[config.mk]
export PLATFORM = sky130hd
export DESIGN_NAME = reg_file
export DESIGN_NICKNAME = d
export VERILOG_FILES = /design/src/logic/reg_file.sv
export SDC_FILE = /design/constraint.sdc
export NUM_CORES = 2
export LEC_CHECK = 0
export BUFFER_PORTS_ARGS = -buffer_cell sky130_fd_sc_hd__buf_2
export CAP_MARGIN = 20
export CORE_ASPECT_RATIO = 1.5
export CORE_MARGIN = 3
export CORE_UTILIZATION = 35
export CTS_BUF_LIST = sky130_fd_sc_hd__clkbuf_2 sky130_fd_sc_hd__clkbuf_4 sky130_fd_sc_hd__clkbuf_8
export DETAILED_ROUTE_END_ITERATION = 10
export GPL_ROUTABILITY_DRIVEN = 0
export MAX_ROUTING_LAYER = met4
export PLACE_DENSITY = 0.61
export SLEW_MARGIN = 10
export SYNTH_ARGS = -nofsm -noshare
export SYNTH_HDL_FRONTEND = slang
export SYNTH_SLANG_ARGS = --single-unit
[constraint.sdc]
create_clock -name i_clk -period 5.1 [get_ports i_clk]
set_input_delay 0.765 -clock i_clk [delete_from_list [all_inputs] [get_ports i_clk]]
set_output_delay 0.765 -clock i_clk [all_outputs]
set_load 0.02 [all_outputs]
[src/logic/reg_file.sv]
`default_nettype none

module reg_file (
   input  logic        i_clk,
   input  logic        i_rst_n,
   input  logic [4:0]  i_rs1_addr,
   input  logic [4:0]  i_rs2_addr,
   output logic [63:0] o_rs1_data,
   output logic [63:0] o_rs2_data,
   input  logic        i_we,
   input  logic [4:0]  i_rd_addr,
   input  logic [63:0] i_rd_data
);

   logic [63:0] regs [32];

   // entry 0 is cleared at reset and never written, so x0 reads zero.
   always_ff @(posedge i_clk or negedge i_rst_n) begin
      if (!i_rst_n) begin
         for (int i = 0; i < 32; i++) begin
            regs[i] <= '0;
         end
      end else if (i_we && i_rd_addr != 5'd0) begin
         regs[i_rd_addr] <= i_rd_data;
      end
   end

   assign o_rs1_data = regs[i_rs1_addr];
   assign o_rs2_data = regs[i_rs2_addr];

endmodule

`default_nettype wire

# == After elaboration in Yosys (flattened, before gate mapping) ==
# Cells that the tools add are included.
# classes
mux,9
magnitude_cmp,4
reduce_logical,3
n_bitwise,3
# ops
operator,count
bitwise mux 2048 bit,1
binary-select mux 64 bit (select 5 bit),2
demux 64 bit (select 5 bit),1
2-to-1 mux 64 bit,5
greater-or-equal comparator 6 bit (second input constant),3
NOT 5 -> 6 bit,3
less-than comparator 6 x 1 -> 1 bit (second input constant),1
nonzero test 5 bit,1
logical AND 1 bit,2
# totals
inputBits,82
output_inout_bits,128
word_cells,51
ff_bits,2048

# == Logic depth before layout (Yosys ltp) ==
# logic_depth
word_depth,6
mapped_depth,9
depth_no_buf,4

# == Worst setup path before layout ==
# OpenSTA, ideal clock, no wires.
# synth_path
kind,input -> output
startpoint,input port i_rs2_addr[0]
endpoint,output port o_rs2_data[20]
cell_stages,8
t_arrival_ps,2690
setup_slack_ps,1645
cell_sequence,buf_2 -> buf_4 -> buf_4 -> buf_2 -> buf_4 -> clkbuf_1 -> a211oi_1 -> o31ai_1
# synth_via
elab_chain_len,4
# synth_lines
element,line_no,text
from (decl),7,"input logic [4:0] i_rs2_addr,"
NOT 5 -> 6 bit (implied by the code),29,assign o_rs2_data = regs[i_rs2_addr];
binary-select mux 64 bit (select 5 bit),29,
2-to-1 mux 64 bit (implied by the code) (2 in series),29,
to (decl),9,"output logic [63:0] o_rs2_data,"
# No other way between the ends. The select of a mux whose other input is x is not followed.

# == Worst setup path in the final report ==
# layout_path
startpoint,input port i_rs1_addr[0]
endpoint,output port o_rs1_data[37]
# layout_via
elab_chain_len,4
# layout_lines
element,line_no,text
from (decl),6,"input logic [4:0] i_rs1_addr,"
NOT 5 -> 6 bit (implied by the code),28,assign o_rs1_data = regs[i_rs1_addr];
binary-select mux 64 bit (select 5 bit),28,
2-to-1 mux 64 bit (implied by the code) (2 in series),28,
to (decl),8,"output logic [63:0] o_rs1_data,"
# No other way between the ends. The select of a mux whose other input is x is not followed.

==> impl_metrics.ini <==
[final_layout]
mostFrequentLayoutCells = mux2_2 (2151), dfrtp_1 (2048), mux4_2 (1145)
largest_reg_flops = 2048
area_delta_synth_final_pct = 12.7
nNetsFinal = 6642
reg_top3 = regs x2048
drive_gt1_share_pct = 64.7
mostFrequentLayoutCell = mux2_2
final_util_pct = 39.7
regMostFlops = regs

[synthesis]
syn_avg_cell_area_um2 = 16.5
synth_seq_cells = 2048
syn_nets = 6594
synthCells = 6512
seq_area_frac_synth_pct = 47.6
syn_area_um2 = 108000
ys_types = 30
ys_warn_count = 0

[cts]
cts_max_level = 5
cts-root-buf = clkbuf_8
cts_tree = yes
clk_pin_slew_ns = 0.07
cts_max_path_buffers = 4
clk_latency_ns = 0.95
post_cts_buffers = 0
cts-buffers-inserted = 318
clock-sinks = 2048

[die]
die_area_um2 = 315000
core-area_um2 = 305000
die_w_um = 459
die_y_um = 685
pin_count = 210
start_util_pct = 35.3
rows = 248

[sta]
skew_ns = 0
fmax_ghz = 0.244
min_period_ns = 4.09
tns_ns = 0
slew_violations = 0
relSlewSlack_pct = 16.9
hold_viol = 0
period_share_pct = 80.3
setup_viol = 0
grt_setup_unrepaired = false
tightest_slew_ns = 1.25

[setup_path]
critPathRequiredTime_ns = 4.34
crit_path_start = i_rs1_addr[0]
r2r_start = regs[603]$_DFFE_PN0P_
critPathArrivalTime_ns = 3.33
startpoint_type = input pin
crit_fanout = 35
crit_type = in -> out
cp-end-kind = output port

[routing]
detail-route-antenna-nets = 0
routed_wl_um = 351000
drt-initial-drc-count = 4783
vias_per_cell = 6.00
first_pass_iters = 8
wire_per_inst_um = 32.4
drc = 0
dr_total_vias = 64900

[grt]
grt_pass1_vias = 70200
antenna_found_initial = 59
grt_use_total_pct = 22.8
grt_pass1_wl_um = 511000
grt_overflow = 0
grt_max_degree = 167

[placed_design]
port_buffers = 209
place_hpwl_um = 209000

[run]
cap_violations = 0

[pwr]
power_density_nw_per_um2 = 389
p_leak_nw = 51.9
ir_worst_vdd_mv = 0.232

[worst_hold_path]
hp-start = regs[2044]$_DFFE_PN0P_
hp-class = reg -> reg

[run_status]
status = finished, final reports clean
==> final timing paths <==
kind / cells after the start / to / slack, ns
max in group asynchronous: 3 / regs[1578]$_DFFE_PN0P_ / 2.98
min reg2reg: 0 / regs[2044]$_DFFE_PN0P_ / 0.40
min: 0 / regs[2044]$_DFFE_PN0P_ / 0.40
max: 8 / o_rs1_data[37] / 1.01
max reg2reg: 1 / regs[603]$_DFFE_PN0P_ / 4.29
min in group asynchronous: 2 / regs[72]$_DFFE_PN0P_ / 0.42
==> through the flow <==
stage	total power, mW	setup WS (ns)	hold slack (ns)	cells	cell area [um^2]
3_3_place_gp	31.8	0.960	0.377	10200	114000
4_1_cts	47.6	0.939	0.303	10800	121000
3_5_place_dp	32.3	0.929	0.384	10200	114000
2_1_floorplan	28.8	1.64	0.441	6512	108000
5_1_grt	49.3	0.851	0.369	10800	121000
6_report	47.2	1.01	0.397	10800	121000
==> synth_stat cells, drive strengths merged <==
| library cell | number | area, um^2 |
|---|---|---|
| o22a | 3 | 26.3 |
| o22ai | 60 | 375 |
| mux2 | 2151 | 24200 |
| nor3b | 1 | 7.51 |
| nor2b | 20 | 125 |
| a221o | 26 | 260 |
| mux2i | 144 | 1440 |
| nand4 | 2 | 12.5 |
| nor3 | 4 | 40.0 |
| a22o | 9 | 78.8 |
| a21oi | 9 | 45.0 |
| o31ai | 3 | 22.5 |
| dfrtp | 2048 | 51200 |
| mux4 | 1145 | 25800 |
| buf | 286 | 1490 |
| and3 | 6 | 37.5 |
| a211o | 9 | 78.8 |
| a211oi | 3 | 22.5 |
| nor2 | 27 | 101 |
| nand2 | 20 | 75.1 |
| nand3 | 6 | 30.0 |
| and2 | 3 | 18.8 |
| nand2b | 5 | 31.3 |
| a221oi | 34 | 298 |
| clkbuf | 487 | 1830 |
| inv | 1 | 3.75 |
==> critical path: stages <==
cell	delay [ns]
buf_8	0.34
buf_12	0.36
buf_4	0.30
mux4_2	0.53
mux2i_1	0.26
o22ai_1	0.17
a221o_1	0.32
buf_2	0.17
==> kinds of logic after synthesis <==
group,synth area share [%]
DFF,47.6
buffers and inverters,3.08
muxes,47.8
AOI/OAI and AO/OA,1.12
and+or+nand+nor,0.445
==> final cells by class <==
cell class | count | area [um^2]
Fill cell | 27900 | 184000
Multi-Input combinational cell | 3690 | 53400
Sequential cell | 2048 | 51200
Clock buffer | 493 | 6240
Tap cell | 4000 | 5000
Timing Repair Buffer | 501 | 4680
Clock inverter | 57 | 639
Antenna cell | 30 | 75.1
Inverter | 1 | 6.26
==> routing by layer <==
layer	part of all wire, %	global-route usage [%]
met3	5.7	3.86
met2	50	37.4
met1	40	27.9
met4	4.5	9.40
met5	0	-
==> power breakdown <==
part	switching [mW]	internal (mW)	total, mW
Sequential	2.33	19.3	21.7
Combinational	4.05	6.26	10.3
Clock	6.82	8.39	15.2
==> repair_timing <==
action / 4_1_cts / 5_1_grt
endpoints found under the hold margin: 87 / 0
hold buffers: 1 / 0
gates resized for setup: 0 / 0
endpoints found under the setup margin: 0 / 0
Power figures use the tool's default switching activity.
