### src/logic/rv_exec_pkg.sv
`default_nettype none

package rv_exec_pkg;

   // major opcodes of the RV64I integer, jump, branch, load and store groups.
   localparam logic [6:0] OPC_LOAD     = 7'b0000011;
   localparam logic [6:0] OPC_OP_IMM   = 7'b0010011;
   localparam logic [6:0] OPC_AUIPC    = 7'b0010111;
   localparam logic [6:0] OPC_OP_IMM32 = 7'b0011011;
   localparam logic [6:0] OPC_STORE    = 7'b0100011;
   localparam logic [6:0] OPC_OP       = 7'b0110011;
   localparam logic [6:0] OPC_LUI      = 7'b0110111;
   localparam logic [6:0] OPC_OP32     = 7'b0111011;
   localparam logic [6:0] OPC_BRANCH   = 7'b1100011;
   localparam logic [6:0] OPC_JALR     = 7'b1100111;
   localparam logic [6:0] OPC_JAL      = 7'b1101111;

   typedef enum logic [4:0] {
      ALU_ADD, ALU_SUB, ALU_AND, ALU_OR, ALU_XOR,
      ALU_SLL, ALU_SRL, ALU_SRA, ALU_SLT, ALU_SLTU,
      ALU_ADDW, ALU_SUBW, ALU_SLLW, ALU_SRLW, ALU_SRAW,
      ALU_BEQ, ALU_BNE, ALU_BLT, ALU_BGE, ALU_BLTU, ALU_BGEU,
      ALU_PASS_B, ALU_LINK
   } alu_op_e;

   // operand a is rs1 or pc, operand b is rs2 or the immediate.
   typedef enum logic [1:0] {
      OPND_RS1_RS2,
      OPND_RS1_IMM,
      OPND_PC_IMM
   } opnd_sel_e;

   // the encoding follows funct3[1:0] of loads and stores.
   typedef enum logic [1:0] {
      MEM_BYTE,
      MEM_HALF,
      MEM_WORD,
      MEM_DOUBLE
   } mem_size_e;

   typedef struct packed {
      logic [63:0] pc;
      logic [31:0] insn;
   } fetch_pkt_t;

   typedef struct packed {
      alu_op_e     alu_op;
      opnd_sel_e   opnd_sel;
      logic [63:0] imm;
      logic [4:0]  rd;
      logic [4:0]  rs1;
      logic [4:0]  rs2;
      logic        rs1_re;
      logic        rs2_re;
      logic        we;
      logic        load;
      logic        store;
      mem_size_e   mem_size;
      logic        sext;
      logic        is_branch;
      logic        is_jump;
      logic        illegal;
   } decoded_t;

   typedef struct packed {
      logic [63:0] pc;
      decoded_t    dec;
      logic [63:0] op_a;
      logic [63:0] op_b;
      logic [63:0] store_data;
   } issue_pkt_t;

   typedef struct packed {
      logic        load;
      logic        store;
      mem_size_e   size;
      logic        sext;
      logic [63:0] addr;
      logic [63:0] data;
   } mem_req_t;

   typedef struct packed {
      logic [63:0] pc;
      logic [4:0]  rd;
      logic        we;
      logic [63:0] wdata;
      logic        taken;
      logic [63:0] target;
      logic        illegal;
      mem_req_t    mem;
   } exec_result_t;

endpackage

`default_nettype wire

### src/logic/issue_stage.sv
`default_nettype none

module issue_stage import rv_exec_pkg::*; (
   input  logic         i_clk,
   input  logic         i_rst_n,
   input  fetch_pkt_t   i_fetch,
   input  logic         i_fetch_valid,
   output logic         o_fetch_ready,
   output logic [31:0]  o_insn,
   input  decoded_t     i_dec,
   output logic [4:0]   o_rs1_addr,
   output logic [4:0]   o_rs2_addr,
   input  logic [63:0]  i_rs1_data,
   input  logic [63:0]  i_rs2_data,
   input  exec_result_t i_fwd,
   input  logic         i_fwd_valid,
   output issue_pkt_t   o_issue,
   output logic         o_issue_valid,
   input  logic         i_issue_ready
);

   fetch_pkt_t  fetch_q;
   logic [63:0] rs1_val;
   logic [63:0] rs2_val;

   assign o_fetch_ready = !o_issue_valid || i_issue_ready;

   always_ff @(posedge i_clk or negedge i_rst_n) begin
      if (!i_rst_n) begin
         o_issue_valid <= 1'b0;
      end else if (o_fetch_ready) begin
         o_issue_valid <= i_fetch_valid;
      end
   end

   always_ff @(posedge i_clk) begin
      if (o_fetch_ready && i_fetch_valid) begin
         fetch_q <= i_fetch;
      end
   end

   assign o_insn     = fetch_q.insn;
   assign o_rs1_addr = i_dec.rs1_re ? i_dec.rs1 : 5'd0;
   assign o_rs2_addr = i_dec.rs2_re ? i_dec.rs2 : 5'd0;

   // the packet only moves while the result ahead leaves, and the register
   // file is written on that same edge, so the result is the only bypass.
   assign rs1_val = (i_fwd_valid && i_fwd.we && i_fwd.rd == o_rs1_addr) ?
                    i_fwd.wdata : i_rs1_data;
   assign rs2_val = (i_fwd_valid && i_fwd.we && i_fwd.rd == o_rs2_addr) ?
                    i_fwd.wdata : i_rs2_data;

   always_comb begin
      o_issue.pc         = fetch_q.pc;
      o_issue.dec        = i_dec;
      o_issue.store_data = rs2_val;
      case (i_dec.opnd_sel)
         OPND_PC_IMM: begin
            o_issue.op_a = fetch_q.pc;
            o_issue.op_b = i_dec.imm;
         end
         OPND_RS1_IMM: begin
            o_issue.op_a = rs1_val;
            o_issue.op_b = i_dec.imm;
         end
         default: begin
            o_issue.op_a = rs1_val;
            o_issue.op_b = rs2_val;
         end
      endcase
   end

endmodule

`default_nettype wire

### config.mk
export PLATFORM = sky130hd
export DESIGN_NAME = issue_stage
export DESIGN_NICKNAME = d
export VERILOG_FILES = /design/src/logic/rv_exec_pkg.sv /design/src/logic/issue_stage.sv
export SDC_FILE = /design/constraint.sdc
export NUM_CORES = 1
export LEC_CHECK = 0
export BUFFER_PORTS_ARGS = -buffer_cell sky130_fd_sc_hd__buf_2
export CAP_MARGIN = 0
export CORE_AREA = 2 2 409 411
export CTS_CLUSTER_SIZE = 20
export DETAILED_ROUTE_END_ITERATION = 16
export DIE_AREA = 0 0 411 413
export MAX_ROUTING_LAYER = met4
export SLEW_MARGIN = 20
export SYNTH_ARGS = -nofsm -noshare
export SYNTH_HDL_FRONTEND = slang
export SYNTH_SLANG_ARGS = --single-unit
### constraint.sdc
create_clock -name i_clk -period 6.1 [get_ports i_clk]
set_input_delay 0.305 -clock i_clk [delete_from_list [all_inputs] [get_ports i_clk]]
set_output_delay 0.305 -clock i_clk [all_outputs]
set_load 0.01 [all_outputs]
* Word-level counts from Yosys, hierarchy flattened
Index checks and enable logic that the tools add are counted.
Storage, ports and cells: output and inout port bits 397, word-level logic and storage cells 18, bits in registers 97
Cells by class: reductions and logical operators 6, mux-type cells 5, equal/unequal tests 4
Operators with widths (count):
- $pmux W128 S2 | 1
- $mux W64 | 2
- $eq A5 B5 Y1 | 2
- $mux W5 | 2
- $logic_and A1 B1 Y1 | 4
- $eq A2 B1 Y1 const B | 1
- $eq A2 B2 Y1 const B | 1
- $logic_not A1 Y1 | 1
- $logic_or A1 B1 Y1 | 1

* Longest topological paths before layout
depth after elaboration 5, gate-level depth with buffers 8, depth with buffers taken out 5

* Worst setup path before layout
Ideal clock, no wire load.
path type register to register, from register o_issue_valid, to register fetch_q, in the netlist o_insn[0] (enable), path buffers 0, setup slack 2.807 ns, cell stages (with the launch flop) 3, data arrival time 2.827 ns, clock period less this slack 3.293 ns, library setup time 0.466 ns, data required time 5.634 ns, path through dfrtp_1 > nand2b_1 > and2_1
On the way: word-level cells in the longest chain between the ends 3
RTL lines:
- start, declared | RTL line issue_stage.sv:18 | output logic o_issue_valid,
- start signal, assigned | RTL line issue_stage.sv:32 | o_issue_valid <= i_fetch_valid;
- $logic_not A1 Y1 | RTL line issue_stage.sv:26 | assign o_fetch_ready = !o_issue_valid || i_issue_ready;
- $logic_or A1 B1 Y1 | RTL line issue_stage.sv:26
- net o_fetch_ready | RTL line issue_stage.sv:8 | output logic o_fetch_ready,
- $logic_and A1 B1 Y1 | RTL line issue_stage.sv:37 | if (o_fetch_ready && i_fetch_valid) begin
- end signal, assigned | RTL line issue_stage.sv:38 | fetch_q <= i_fetch;
- end, declared | RTL line issue_stage.sv:22 | fetch_pkt_t fetch_q;
The timed path passes the listed nets, and every way through them passes these cells. A chain may end at the register's enable or synchronous reset.

==> impl_metrics.json <==
{
  "dp_cells": 3505,
  "path_max_fanout": 42,
  "rsz0062_at_grt": "no",
  "antenna_found_initial": 114,
  "ys_seq_area_frac": 0.387,
  "cts.sinks": 97,
  "row_count": 150,
  "cts_buffer_depth": 2,
  "startpoint": "i_dec[9]",
  "portBuffers": 754,
  "crit_path_start_kind": "input port",
  "setup_viol": 0,
  "drt-initial-drc-count": 774,
  "crit_chain": "buf_2 -> a21boi_0 -> o32a_1 -> a2111oi_4 -> buf_4 -> mux2_4 -> a22o_2 -> buf_2",
  "fin_nets": 2071,
  "skew_ns": 0.0301,
  "synth-seq-cells": 97,
  "stdcell_count": 3703,
  "ios": 1056,
  "hold_viol": 0,
  "cts-buffers-inserted": 9,
  "comb_power_share": 0.449,
  "drive_above_1_share": 0.630,
  "min_period_over_period": 0.581,
  "swShare": 0.455,
  "area_growth_pct": 95.6,
  "die_w_um": 411,
  "via_count": 10300,
  "dieArea_um2": 170000,
  "path_clk_slew_ns": 0.11,
  "slowest_stage": "buf_4",
  "status": "complete, no violations",
  "wl_per_cell_um": 32.9,
  "switchingPower_mw": 1.24,
  "p_clk_frac": 0.247,
  "power_density_nw_per_um2": 185,
  "reg2reg_depth": 3,
  "ys_types": 41,
  "coreArea_um2": 166000,
  "crit_required_ns": 5.79,
  "drc_errors": 0,
  "clk_latency_ns": 0.46,
  "start_util": 0.0453,
  "crit_path_end": "o_issue[88]",
  "cp.arrival_ns": 3.24,
  "reg2reg_to": "o_issue[348]",
  "synth.avg_cell_area_um2": 10.6,
  "cts_tree": "done",
  "syn_area_um2": 7510,
  "tightest_slew_ns": 1.16,
  "grt_max_degree": 90,
  "ys_warn_count": 0,
  "fmax_mhz": 282,
  "hold_class": "in2async",
  "synthesis.nets": 1370,
  "grt_pass1_vias": 9210,
  "maxCapViolCount": 0,
  "synth_edf_count": 96,
  "p_int_mw": 1.48,
  "dr.pass1.iters": 5,
  "root_buffer": "clkbuf_16",
  "vdd_drop_max_uv": 240,
  "synth_ff_type": "edfxtp_1",
  "cp_common_cell": "buf_2",
  "post_drt_via_cell_ratio": 2.77,
  "track_usage": 0.142,
  "path_class": "in2out",
  "critPathMaxStageDelay_ns": 0.74,
  "ant_nets": 0,
  "endpoint_kind": "output pin",
  "tns_ns": 0,
  "cts_htree_levels": 3,
  "gp_congestion": 0.872,
  "ys_async_sr_fraction": 0.0103,
  "r2r_slack_ns": 3.65,
  "slew_viol_final": 0,
  "hpwlAfterDp_um": 110000,
  "wirelength_um": 122000,
  "grt_pass1_wl_um": 140000,
  "p_seq_frac": 0.304,
  "layout_min_cycle_time_ns": 3.55,
  "max_slew_margin": 0.226,
  "die_h_um": 413,
  "cts_setup_buffers": 0,
  "ctsResizeCount": 0,
  "r2r_start": "o_issue_valid",
  "total_leakage_power_nw": 5.93,
  "grt_overflow_total": 0,
  "syn_inst": 709
}
-- power by group through the flow --
stage	Clock [mW]	Sequential, mW	Combinational (mW)
detailed placement	0	0.840	1.20
CTS	0.731	0.825	1.26
global route	0.735	0.828	1.30
finish	0.671	0.825	1.22
floorplan	0	0.828	0.428
global placement	0	0.839	1.18
-- critical path, delay by kind of cell --
family	cells	cell delay (ns)
buffers and inverters	3	1.20
multiplexers	1	0.44
AO/OA/AOI/OAI	4	1.02
-- kinds of logic after synthesis --
family,count (synthesis),share of synthesized area
buffers and inverters,177,0.143
XOR/XNOR,4,0.00467
adder cells (fa/ha/maj),2,0.00333
flip-flops,97,0.387
AND/OR/NAND/NOR,224,0.164
AO/OA/AOI/OAI,141,0.171
multiplexers,64,0.126
-- placed cells by master (no fill, tap or decap), types with 2 or more instances in the layout --
| master | synthesis | final |
|---|---|---|
| nand2_1 | 5 | 4 |
| nand4b_1 | 2 | 2 |
| xor2_1 | 2 | 2 |
| dlygate4sd3_1 | 0 | 98 |
| and2_4 | 0 | 2 |
| diode_2 | 0 | 84 |
| nand4_1 | 64 | 64 |
| and2_1 | 10 | 8 |
| buf_12 | 0 | 2 |
| xnor2_1 | 2 | 2 |
| edfxtp_1 | 96 | 96 |
| nor2_1 | 4 | 3 |
| mux2_4 | 60 | 60 |
| inv_1 | 4 | 4 |
| mux2_2 | 4 | 4 |
| clkinv_8 | 0 | 3 |
| nand2b_1 | 2 | 2 |
| a22o_2 | 34 | 34 |
| a32oi_1 | 64 | 64 |
| a22o_1 | 31 | 31 |
| buf_4 | 97 | 8 |
| nor2b_4 | 1 | 2 |
| clkbuf_16 | 0 | 9 |
| nand3_1 | 130 | 130 |
| o21ai_0 | 2 | 2 |
| buf_2 | 0 | 754 |
| inv_6 | 0 | 2 |
-- per-stage QoR --
stage / cell area [um^2] / util / hold slack (ns) / setup slack, ns / power, mW
final: 14700 / 0.0885 / 0.129 / 2.55 / 2.72
after global routing: 14600 / 0.0882 / 0.0785 / 2.37 / 2.86
after CTS: 14500 / 0.0872 / 0.0379 / 2.50 / 2.82
after detailed placement: 13200 / 0.0794 / 0.0833 / 2.51 / 2.04
after global placement: 13100 / 0.0791 / 0.0835 / 2.08 / 2.02
after floorplan: 7510 / - / 0.00941 / 2.81 / 1.26
-- final cells by class --
type	count	area (um^2)
Fill cell	19400	151000
Tap cell	2204	2760
Clock inverter	7	91.3
Multi-Input combinational cell	435	3590
Inverter	4	15.0
Timing Repair Buffer	863	4880
Clock buffer	9	225
Antenna cell	84	210
Sequential cell	97	2910
-- sequential cells by signal, summed over array words and instances (netlist names) --
register,flops
o_issue_valid,1
o_insn,32
o_issue,64
-- cells in the mapped netlist, types with 5 or more instances --
library cell  count  area, um^2
and2_1           10        62.6
a22o_2           34         340
nand4_1          64         400
nand3_1         130         651
a22o_1           31         272
buf_6             6        67.6
nand2_1           5        18.8
edfxtp_1         96        2880
clkbuf_1         68         255
mux2_4           60         901
buf_4            97         728
a32oi_1          64         561
-- worst min path at each step --
stage / cells past startpoint / to / startpoint
floorplan: 0 / o_issue_valid / i_rst_n
global placement: 1 / o_issue_valid / i_rst_n
detailed placement: 1 / o_issue_valid / i_rst_n
CTS: 2 / o_issue_valid / i_rst_n
global route: 2 / o_issue_valid / i_rst_n
finish: 2 / o_issue_valid / i_rst_n
-- layer usage --
metal	track usage	wire [um]	vias to the layer above
met2	0.205	51000	847
met3	0.0655	14900	140
met5	-	0	-
met1	0.172	51200	4979
met4	0.0499	4780	0
li1	-	-	4287
-- timing repair --
| item | in CTS | in global routing |
|---|---|---|
| endpoints found under the hold margin | 98 | 0 |
| setup endpoints to repair | 0 | 0 |
| hold buffers | 98 | 0 |
Note: power is estimated with default switching activity, not from simulation.
