`src/logic/rv_exec_pkg.sv`:
```
`default_nettype none

package rv_exec_pkg;

   // major opcodes of the RV64I integer, jump, branch, load and store groups.
   localparam logic [6:0] OPC_LOAD     = 7'b0000011;
   localparam logic [6:0] OPC_OP_IMM   = 7'b0010011;
   localparam logic [6:0] OPC_AUIPC    = 7'b0010111;
   localparam logic [6:0] OPC_OP_IMM32 = 7'b0011011;
   localparam logic [6:0] OPC_STORE    = 7'b0100011;
   localparam logic [6:0] OPC_OP       = 7'b0110011;
   localparam logic [6:0] OPC_LUI      = 7'b0110111;
   localparam logic [6:0] OPC_OP32     = 7'b0111011;
   localparam logic [6:0] OPC_BRANCH   = 7'b1100011;
   localparam logic [6:0] OPC_JALR     = 7'b1100111;
   localparam logic [6:0] OPC_JAL      = 7'b1101111;

   typedef enum logic [4:0] {
      ALU_ADD, ALU_SUB, ALU_AND, ALU_OR, ALU_XOR,
      ALU_SLL, ALU_SRL, ALU_SRA, ALU_SLT, ALU_SLTU,
      ALU_ADDW, ALU_SUBW, ALU_SLLW, ALU_SRLW, ALU_SRAW,
      ALU_BEQ, ALU_BNE, ALU_BLT, ALU_BGE, ALU_BLTU, ALU_BGEU,
      ALU_PASS_B, ALU_LINK
   } alu_op_e;

   // operand a is rs1 or pc, operand b is rs2 or the immediate.
   typedef enum logic [1:0] {
      OPND_RS1_RS2,
      OPND_RS1_IMM,
      OPND_PC_IMM
   } opnd_sel_e;

   // the encoding follows funct3[1:0] of loads and stores.
   typedef enum logic [1:0] {
      MEM_BYTE,
      MEM_HALF,
      MEM_WORD,
      MEM_DOUBLE
   } mem_size_e;

   typedef struct packed {
      logic [63:0] pc;
      logic [31:0] insn;
   } fetch_pkt_t;

   typedef struct packed {
      alu_op_e     alu_op;
      opnd_sel_e   opnd_sel;
      logic [63:0] imm;
      logic [4:0]  rd;
      logic [4:0]  rs1;
      logic [4:0]  rs2;
      logic        rs1_re;
      logic        rs2_re;
      logic        we;
      logic        load;
      logic        store;
      mem_size_e   mem_size;
      logic        sext;
      logic        is_branch;
      logic        is_jump;
      logic        illegal;
   } decoded_t;

   typedef struct packed {
      logic [63:0] pc;
      decoded_t    dec;
      logic [63:0] op_a;
      logic [63:0] op_b;
      logic [63:0] store_data;
   } issue_pkt_t;

   typedef struct packed {
      logic        load;
      logic        store;
      mem_size_e   size;
      logic        sext;
      logic [63:0] addr;
      logic [63:0] data;
   } mem_req_t;

   typedef struct packed {
      logic [63:0] pc;
      logic [4:0]  rd;
      logic        we;
      logic [63:0] wdata;
      logic        taken;
      logic [63:0] target;
      logic        illegal;
      mem_req_t    mem;
   } exec_result_t;

endpackage

`default_nettype wire

```
`src/logic/int_alu.sv`:
```
`default_nettype none

module int_alu import rv_exec_pkg::*; (
   input  alu_op_e     i_op,
   input  logic [63:0] i_a,
   input  logic [63:0] i_b,
   input  logic [63:0] i_pc,
   output logic [63:0] o_value,
   output logic        o_taken
);

   logic        eq;
   logic        lt;
   logic        ltu;
   logic [31:0] word;

   assign eq  = (i_a == i_b);
   assign lt  = ($signed(i_a) < $signed(i_b));
   assign ltu = (i_a < i_b);

   // word forms work on the low half and sign-extend bit 31 of it.
   always_comb begin
      case (i_op)
         ALU_ADDW: word = i_a[31:0] + i_b[31:0];
         ALU_SUBW: word = i_a[31:0] - i_b[31:0];
         ALU_SLLW: word = i_a[31:0] << i_b[4:0];
         ALU_SRLW: word = i_a[31:0] >> i_b[4:0];
         ALU_SRAW: word = $signed(i_a[31:0]) >>> i_b[4:0];
         default:  word = '0;
      endcase
   end

   always_comb begin
      o_value = '0;
      o_taken = 1'b0;
      case (i_op)
         ALU_ADD:    o_value = i_a + i_b;
         ALU_SUB:    o_value = i_a - i_b;
         ALU_AND:    o_value = i_a & i_b;
         ALU_OR:     o_value = i_a | i_b;
         ALU_XOR:    o_value = i_a ^ i_b;
         ALU_SLL:    o_value = i_a << i_b[5:0];
         ALU_SRL:    o_value = i_a >> i_b[5:0];
         ALU_SRA:    o_value = $signed(i_a) >>> i_b[5:0];
         ALU_SLT:    o_value = {63'b0, lt};
         ALU_SLTU:   o_value = {63'b0, ltu};
         ALU_ADDW,
         ALU_SUBW,
         ALU_SLLW,
         ALU_SRLW,
         ALU_SRAW:   o_value = {{32{word[31]}}, word};
         ALU_BEQ:    o_taken = eq;
         ALU_BNE:    o_taken = !eq;
         ALU_BLT:    o_taken = lt;
         ALU_BGE:    o_taken = !lt;
         ALU_BLTU:   o_taken = ltu;
         ALU_BGEU:   o_taken = !ltu;
         ALU_PASS_B: o_value = i_b;
         ALU_LINK:   o_value = i_pc + 64'd4;
         default:    o_value = '0;
      endcase
   end

endmodule

`default_nettype wire

```
`src/logic/exec_stage.sv`:
```
`default_nettype none

module exec_stage import rv_exec_pkg::*; (
   input  logic         i_clk,
   input  logic         i_rst_n,
   input  issue_pkt_t   i_issue,
   input  logic         i_issue_valid,
   output logic         o_issue_ready,
   output exec_result_t o_result,
   output logic         o_result_valid,
   input  logic         i_result_ready,
   output logic         o_rf_we,
   output logic [4:0]   o_rf_rd,
   output logic [63:0]  o_rf_data
);

   logic [63:0]  alu_value;
   logic         alu_taken;
   logic [63:0]  base_imm;
   exec_result_t res_d;

   int_alu u_alu (
      .i_op    (i_issue.dec.alu_op),
      .i_a     (i_issue.op_a),
      .i_b     (i_issue.op_b),
      .i_pc    (i_issue.pc),
      .o_value (alu_value),
      .o_taken (alu_taken)
   );

   // jal selects pc as operand a, so this sum is the target of both jumps.
   assign base_imm = i_issue.op_a + i_issue.dec.imm;

   always_comb begin
      res_d         = '0;
      res_d.pc      = i_issue.pc;
      res_d.rd      = i_issue.dec.rd;
      res_d.we      = i_issue.dec.we;
      res_d.wdata   = alu_value;
      res_d.illegal = i_issue.dec.illegal;
      if (i_issue.dec.is_jump) begin
         res_d.taken  = 1'b1;
         res_d.target = {base_imm[63:1], 1'b0};
      end else if (i_issue.dec.is_branch) begin
         res_d.taken  = alu_taken;
         res_d.target = i_issue.pc + i_issue.dec.imm;
      end
      if (i_issue.dec.load || i_issue.dec.store) begin
         res_d.mem.load  = i_issue.dec.load;
         res_d.mem.store = i_issue.dec.store;
         res_d.mem.size  = i_issue.dec.mem_size;
         res_d.mem.sext  = i_issue.dec.sext;
         res_d.mem.addr  = base_imm;
         res_d.mem.data  = i_issue.dec.store ? i_issue.store_data : '0;
      end
   end

   assign o_issue_ready = !o_result_valid || i_result_ready;

   always_ff @(posedge i_clk or negedge i_rst_n) begin
      if (!i_rst_n) begin
         o_result_valid <= 1'b0;
      end else if (o_issue_ready) begin
         o_result_valid <= i_issue_valid;
      end
   end

   always_ff @(posedge i_clk) begin
      if (o_issue_ready && i_issue_valid) begin
         o_result <= res_d;
      end
   end

   // the register file is written on the edge the result leaves.
   assign o_rf_we   = o_result_valid && i_result_ready && o_result.we;
   assign o_rf_rd   = o_result.rd;
   assign o_rf_data = o_result.wdata;

endmodule

`default_nettype wire

```
`config.mk`:
```
export PLATFORM = sky130hd
export DESIGN_NAME = exec_stage
export DESIGN_NICKNAME = d
export VERILOG_FILES = /design/src/logic/rv_exec_pkg.sv /design/src/logic/int_alu.sv /design/src/logic/exec_stage.sv
export SDC_FILE = /design/constraint.sdc
export NUM_CORES = 2
export LEC_CHECK = 0
export BUFFER_PORTS_ARGS = -buffer_cell sky130_fd_sc_hd__buf_2
export CAP_MARGIN = 20
export CORE_UTILIZATION = 32
export DETAILED_ROUTE_END_ITERATION = 7
export GPL_TIMING_DRIVEN = 0
export PLACE_DENSITY = 0.58
export RECOVER_POWER = 50
export SYNTH_ARGS = -nofsm -noshare
export SYNTH_HDL_FRONTEND = slang
export SYNTH_SLANG_ARGS = --single-unit
```
`constraint.sdc`:
```
create_clock -name i_clk -period 11.15 [get_ports i_clk]
set_input_delay 1.6725 -clock i_clk [delete_from_list [all_inputs] [get_ports i_clk]]
set_output_delay 1.6725 -clock i_clk [all_outputs]
set_load 0.01 [all_outputs]
```
# After elaboration in Yosys (flattened, before gate mapping)
# Cells that the tools add are included.
totals:
  reg_bits: 334
  out_inout_bits: 405
  elab_cells: 75
classes:
  add_sub_neg: 7
  order_cmp: 2
  n_eq_ne: 23
  shift: 6
  mux: 5
  n_bitwise: 4
  reduce_logical: 13
ops:
  columns: ["cell", "count"]
  rows:
  - ["case mux 64 bit (13 select lines)", 1]
  - ["adder 64 bit", 3]
  - ["case mux 32 bit (5 select lines)", 1]
  - ["less-than comparator 64 bit", 2]
  - ["2-to-1 mux 65 bit", 1]
  - ["adder 64 x 3 -> 64 bit, second input constant", 1]
  - ["AND 64 bit", 1]
  - ["== test 64 bit", 1]
  - ["2-to-1 mux 64 bit", 1]
  - ["OR 64 bit", 1]
  - ["<< shifter 64 x 6 -> 64 bit", 1]
  - ["right shift 64 x 6 -> 64 bit", 1]
  - [">>> shifter 64 x 6 -> 64 bit", 1]
  - ["subtractor 64 bit", 1]
  - ["XOR 64 bit", 1]
  - ["== test 5 x 4 -> 1 bit, second input constant", 8]
  - ["== test 5 bit, second input constant", 7]
  - ["adder 32 bit", 1]
  - ["<< shifter 32 x 5 -> 32 bit", 1]
  - ["right shift 32 x 5 -> 32 bit", 1]
  - [">>> shifter 32 x 5 -> 32 bit", 1]
  - ["subtractor 32 bit", 1]
  - ["== test 5 x 3 -> 1 bit, second input constant", 4]
  - ["== test 5 x 2 -> 1 bit, second input constant", 2]
  - ["other kinds (10)", 16]

# Depth between registers and ports, before layout
depth:
  depth_word: 5
  depth_mapped: 25
  ltp_nobuf: 20

# By module
# A second synthesis with hierarchy kept.
hier_totals:
  cells_unflattened: 5564
  area_unflattened_um2: 43708.2
modules_own_cells:
  columns: ["module", "instances", "cells_each", "area_each_um2", "seq_area_each_um2"]
  rows:
  - ["int_alu", 1, 3785, 24244.5, 0.0]
  - ["exec_stage", 1, 1779, 19463.7, 10024.6]

# Worst setup path before layout
# OpenSTA, ideal clock, no wires.
synth_path:
  path_kind: "input to register"
  start: "input i_result_ready"
  end: "register o_result[0] in the netlist's numbering (enable)"
  setup_ns: 0.739
  arrival_time_ns: 9.444
  required_ns: 10.411
  setup_slack_ns: 0.967
  cell_stages: 2
  n_path_buf: 0
  path_cell_list: "nand2b_1 > and2_1"
synth_between:
  elab_chain_cells: 2
synth_rtl:
  columns: ["element", "line", "source"]
  rows:
  - ["from (decl)", "exec_stage.sv:11", "input logic i_result_ready,"]
  - ["logical OR 1 bit", "exec_stage.sv:58", "assign o_issue_ready = !o_result_valid || i_result_ready;"]
  - ["logical AND 1 bit", "exec_stage.sv:69", "if (o_issue_ready && i_issue_valid) begin"]
  - ["to (signal assigned)", "exec_stage.sv:70", "o_result <= res_d;"]
  - ["to (decl)", "exec_stage.sv:9", "output exec_result_t o_result,"]
# No other way between the ends.
# A chain may end at the register's enable or synchronous reset.

# Worst setup path after layout
layout_path:
  start: "input i_issue[64] in the netlist's numbering"
  end: "register o_result, in the netlist o_rf_data[57], data pin"
layout_between:
  elab_chain_cells: 3
layout_rtl:
  columns: ["element", "line", "source"]
  rows:
  - ["from (decl)", "exec_stage.sv:6", "input issue_pkt_t i_issue,"]
  - ["subtractor 32 bit, or another cell as far along", "int_alu.sv:25", "ALU_SUBW: word = i_a[31:0] - i_b[31:0];"]
  - ["case mux 32 bit (5 select lines)", "int_alu.sv:23", "case (i_op)"]
  - ["case mux 64 bit (13 select lines) (*)", "int_alu.sv:36", "case (i_op)"]
  - ["named net alu_value[57]", "exec_stage.sv:17", "logic [63:0] alu_value;"]
# The timed path passes the listed nets; every way through them passes the cells marked *.

==> impl_metrics.toml <==
[drt]
first_pass_iters = 7
drcViolationCount = 0
ant_nets = 0
drtIter0Drc = 8219
wirelength_um = 344000
vias = 55170
vias_per_cell = 6.64
routedWlPerCell_um = 41.3

[placed_design]
port_buffers = 745
dpl-instance-area_sq_um = 50500
dpl_worst_slack_ns = -0.664
hpwl_um = 284000
dpl.cell_count = 8201
gp_congestion = 1.11

[power]
ir_drop_mv = 0.113
internal_power_mw = 3.10
p_switching_mw = 2.59
power_density_nw_per_um2 = 110
pwr-share-clk_pct = 23.9
power_frac_seq_pct = 27.6
p_comb_share_pct = 48.5
p_sw_share_pct = 45.6
leakage_nw = 20.8

[clock_network]
tritoncts = "built"
cts.repair.resized = 0
cts_hold_buf = 0
cts_buffers = 40
cts-root-buf = "clkbuf_16"
htree_levels = 2
post_cts_buffers = 0
clock_path_buffers = 3
insertion_delay_ns = 0.67
cts_sinks = 334
path_clk_slew_ns = 0.06

[hold_path]
worstHoldEndpoint = "o_result_valid"
hp-class = "reg -> reg"
hold_start = "o_result_valid"
holdPathStages = 2

[logic_synthesis]
synth_largest_area_cell = "edfxtp_1"
synth_simple_gate_area_share_pct = 19.3
synth_top_family_by_area = "compound AO/OA/AOI/OAI gates"
avgSynthCellArea_sq_um = 7.72
syn_nets = 6330
synth_cells = 5617
synthTopCellsByArea = "edfxtp_1 23%, ha_1 10%, a21oi_1 6.4%"
synth_seq_cells = 334
synth-edff-count = 333
synth.most_common_cell = "nor2_1"
yosysWarnings = 0
synth-compound-area-share_pct = 29.9
async_reset_ff_share_pct = 0.299
synthAdderAreaFrac_pct = 10.4
synth_top_area_share_pct = 23.0
synthTopCellsByCount = "567 x nor2_1, 554 x a21oi_1, 534 x nand2_1"
ys.flop_type = "edfxtp_1"
synth-xor-area-share_pct = 5.27
synthMuxAreaShare_pct = 5.60
synthDistinctLibCells = 100
seq_area_frac_synth_pct = 23.1
synth_area_sq_um = 43400

[critical_path]
cp-start-kind = "input port"
r2r_cells = 4
crit_required_ns = 11.49
worstSetupPathType = "in -> reg"
worstPathArrival_ns = 11.68
reg2reg_slack_ns = 3.84
cp_max_fo = 12
rr_endpoint = "o_rf_data[16]"
reg2reg_from = "o_result_valid"
worstSetupEndpointType = "flop"

[timing]
max_freq_mhz = 88.1
grt_setup_unrepaired = "false"
drv_slew = 200
worst_slack_ns = -0.194
worst_pin_slew_ns = 3.64
fin_setup_tns_ns = -0.194
slew-limit-headroom_pct = -143
skew_ns = 0.0379
setup_viol = 1
hold_viol = 0
fin_crit_ns = 11.34
period_share_pct = 102

[global_routing]
grtUsageTotal_pct = 47.9
grt_pass1_wl_um = 447000
grt_pass1_vias = 50534
gr-total-overflow = 0
grt_antenna_before_repair = 44
grt_start_max_net_pins = 72

[layout]
drive_above_1_share_pct = 12.4
finalNonFillerCells = 8314
fill_cells = 14330
fin_nets = 7195
fin_area_sq_um = 51500
syn_to_final_growth_pct = 18.8
finish.utilization_pct = 38.5

[run_status]
violations = "capacitance limit, slew limit, setup timing"
status = "complete, but fails checks"

[die]
start_util_pct = 32.4
ios = 762
dieArea_sq_um = 137000
dieHeight_um = 370
die_x_um = 370
core_sq_um = 134000
num_rows = 134

[flow_run]
drv_cap = 4
-- routing by layer --
| layer | up-vias | global-route usage (%) | part of all wire, % |
|---|---|---|---|
| met5 | - | 0.734 | 0.089 |
| met4 | 26 | 35.4 | 8.8 |
| met3 | 1142 | 15.8 | 12 |
| met2 | 4397 | 69.8 | 41 |
| met1 | 27053 | 58.4 | 38 |
| li1 | 22552 | - | - |
-- through the flow --
| step | power, mW | hold WS (ns) |
|---|---|---|
| after global placement | 4.22 | 0.540 |
| final | 5.69 | 0.597 |
| after floorplan | 3.01 | 0.635 |
| after detailed placement | 4.21 | 0.561 |
| after CTS | 5.58 | 0.600 |
| after global routing | 5.81 | 0.637 |
-- worst max-delay path by stage --
stage	start	endpoint	slack (ns)	cells after the start
after floorplan	i_result_ready	o_result[0]	0.97	2
after global placement	i_result_ready	o_rf_data[15]	-2.48	3
after detailed placement	i_issue[64]	o_rf_data[57]	-0.66	25
after CTS	i_issue[64]	o_rf_data[57]	0.01	25
after global routing	i_issue[64]	o_rf_data[57]	0.03	25
final	i_issue[64]	o_rf_data[57]	-0.19	25
-- placed cells by master (no fill, tap or decap), types with 56 or more instances in the layout --
cell type    n
nor2_1     563
a21o_1     153
a221oi_1    67
a211oi_1    77
nor2b_1    104
nor3_1      81
o21bai_1    73
mux2i_1    127
o31ai_1     56
nand2_1    534
and3_1      57
xnor2_1    163
buf_2      476
xor2_1      98
nand4_1     68
buf_1       58
o21ai_0    483
edfxtp_1   333
o211ai_1    70
buf_4       79
a21oi_1    552
inv_1      235
nand3_1    116
clkbuf_1   582
ha_1       351
-- state kept, by name, summed over array words and instances (netlist names) --
| register | count |
|---|---|
| o_result | 264 |
| o_result_valid | 1 |
| o_rf_data | 64 |
| o_rf_rd | 5 |
-- area by class of cell --
cell class                 count  area [sq um]  area share (%)
inverter                     241           905            1.76
tap                         1768          2210            4.29
multi-input combinational   4611         30600            59.4
antenna                       35          87.6           0.170
buffer                       431          1930            3.74
clock inverter                22           272           0.527
clock buffer                  49          1030            2.01
sequential                   334         10000            19.5
timing repair buffer         823          4480            8.69
-- cells by family (layout without fill, tap and decap cells) --
family | Yosys count | after routing
AO/OA/AOI/OAI | 2013 | 2013
multiplexers | 191 | 191
buffers and inverters | 672 | 1566
XOR/XNOR | 261 | 261
other | 0 | 35
adder cells (fa/ha/maj) | 356 | 356
AND/OR/NAND/NOR | 1790 | 1790
flip-flops | 334 | 334
-- power groups by stage --
stage	clock network (mW)	logic, mW	registers [mW]
after floorplan	0	1.35	1.66
after global placement	0	2.60	1.62
after detailed placement	0	2.62	1.59
after CTS	1.38	2.64	1.56
after global routing	1.42	2.81	1.58
final	1.36	2.76	1.57
-- worst max-delay path: stages --
cell and delay, ns:
buf_2 0.12, buf_6 0.16, inv_1 0.09, clkbuf_1 0.80, buf_1 0.98, clkbuf_1 0.86
buf_1 0.95, ha_1 0.47, nor4b_2 0.61, nand2_1 0.27, or3_1 0.47, nor3_1 0.63
a21oi_1 0.18, xnor2_1 0.19, ha_1 0.37, a21o_1 0.18, a21o_1 0.17, a21oi_1 0.17
o21ai_0 0.14, a21oi_1 0.22, a21oi_1 0.13, o21ai_4 0.29, nand3_4 0.30, nor4b_1 0.83
o211ai_1 0.32
(Power assumes the default switching activity.)
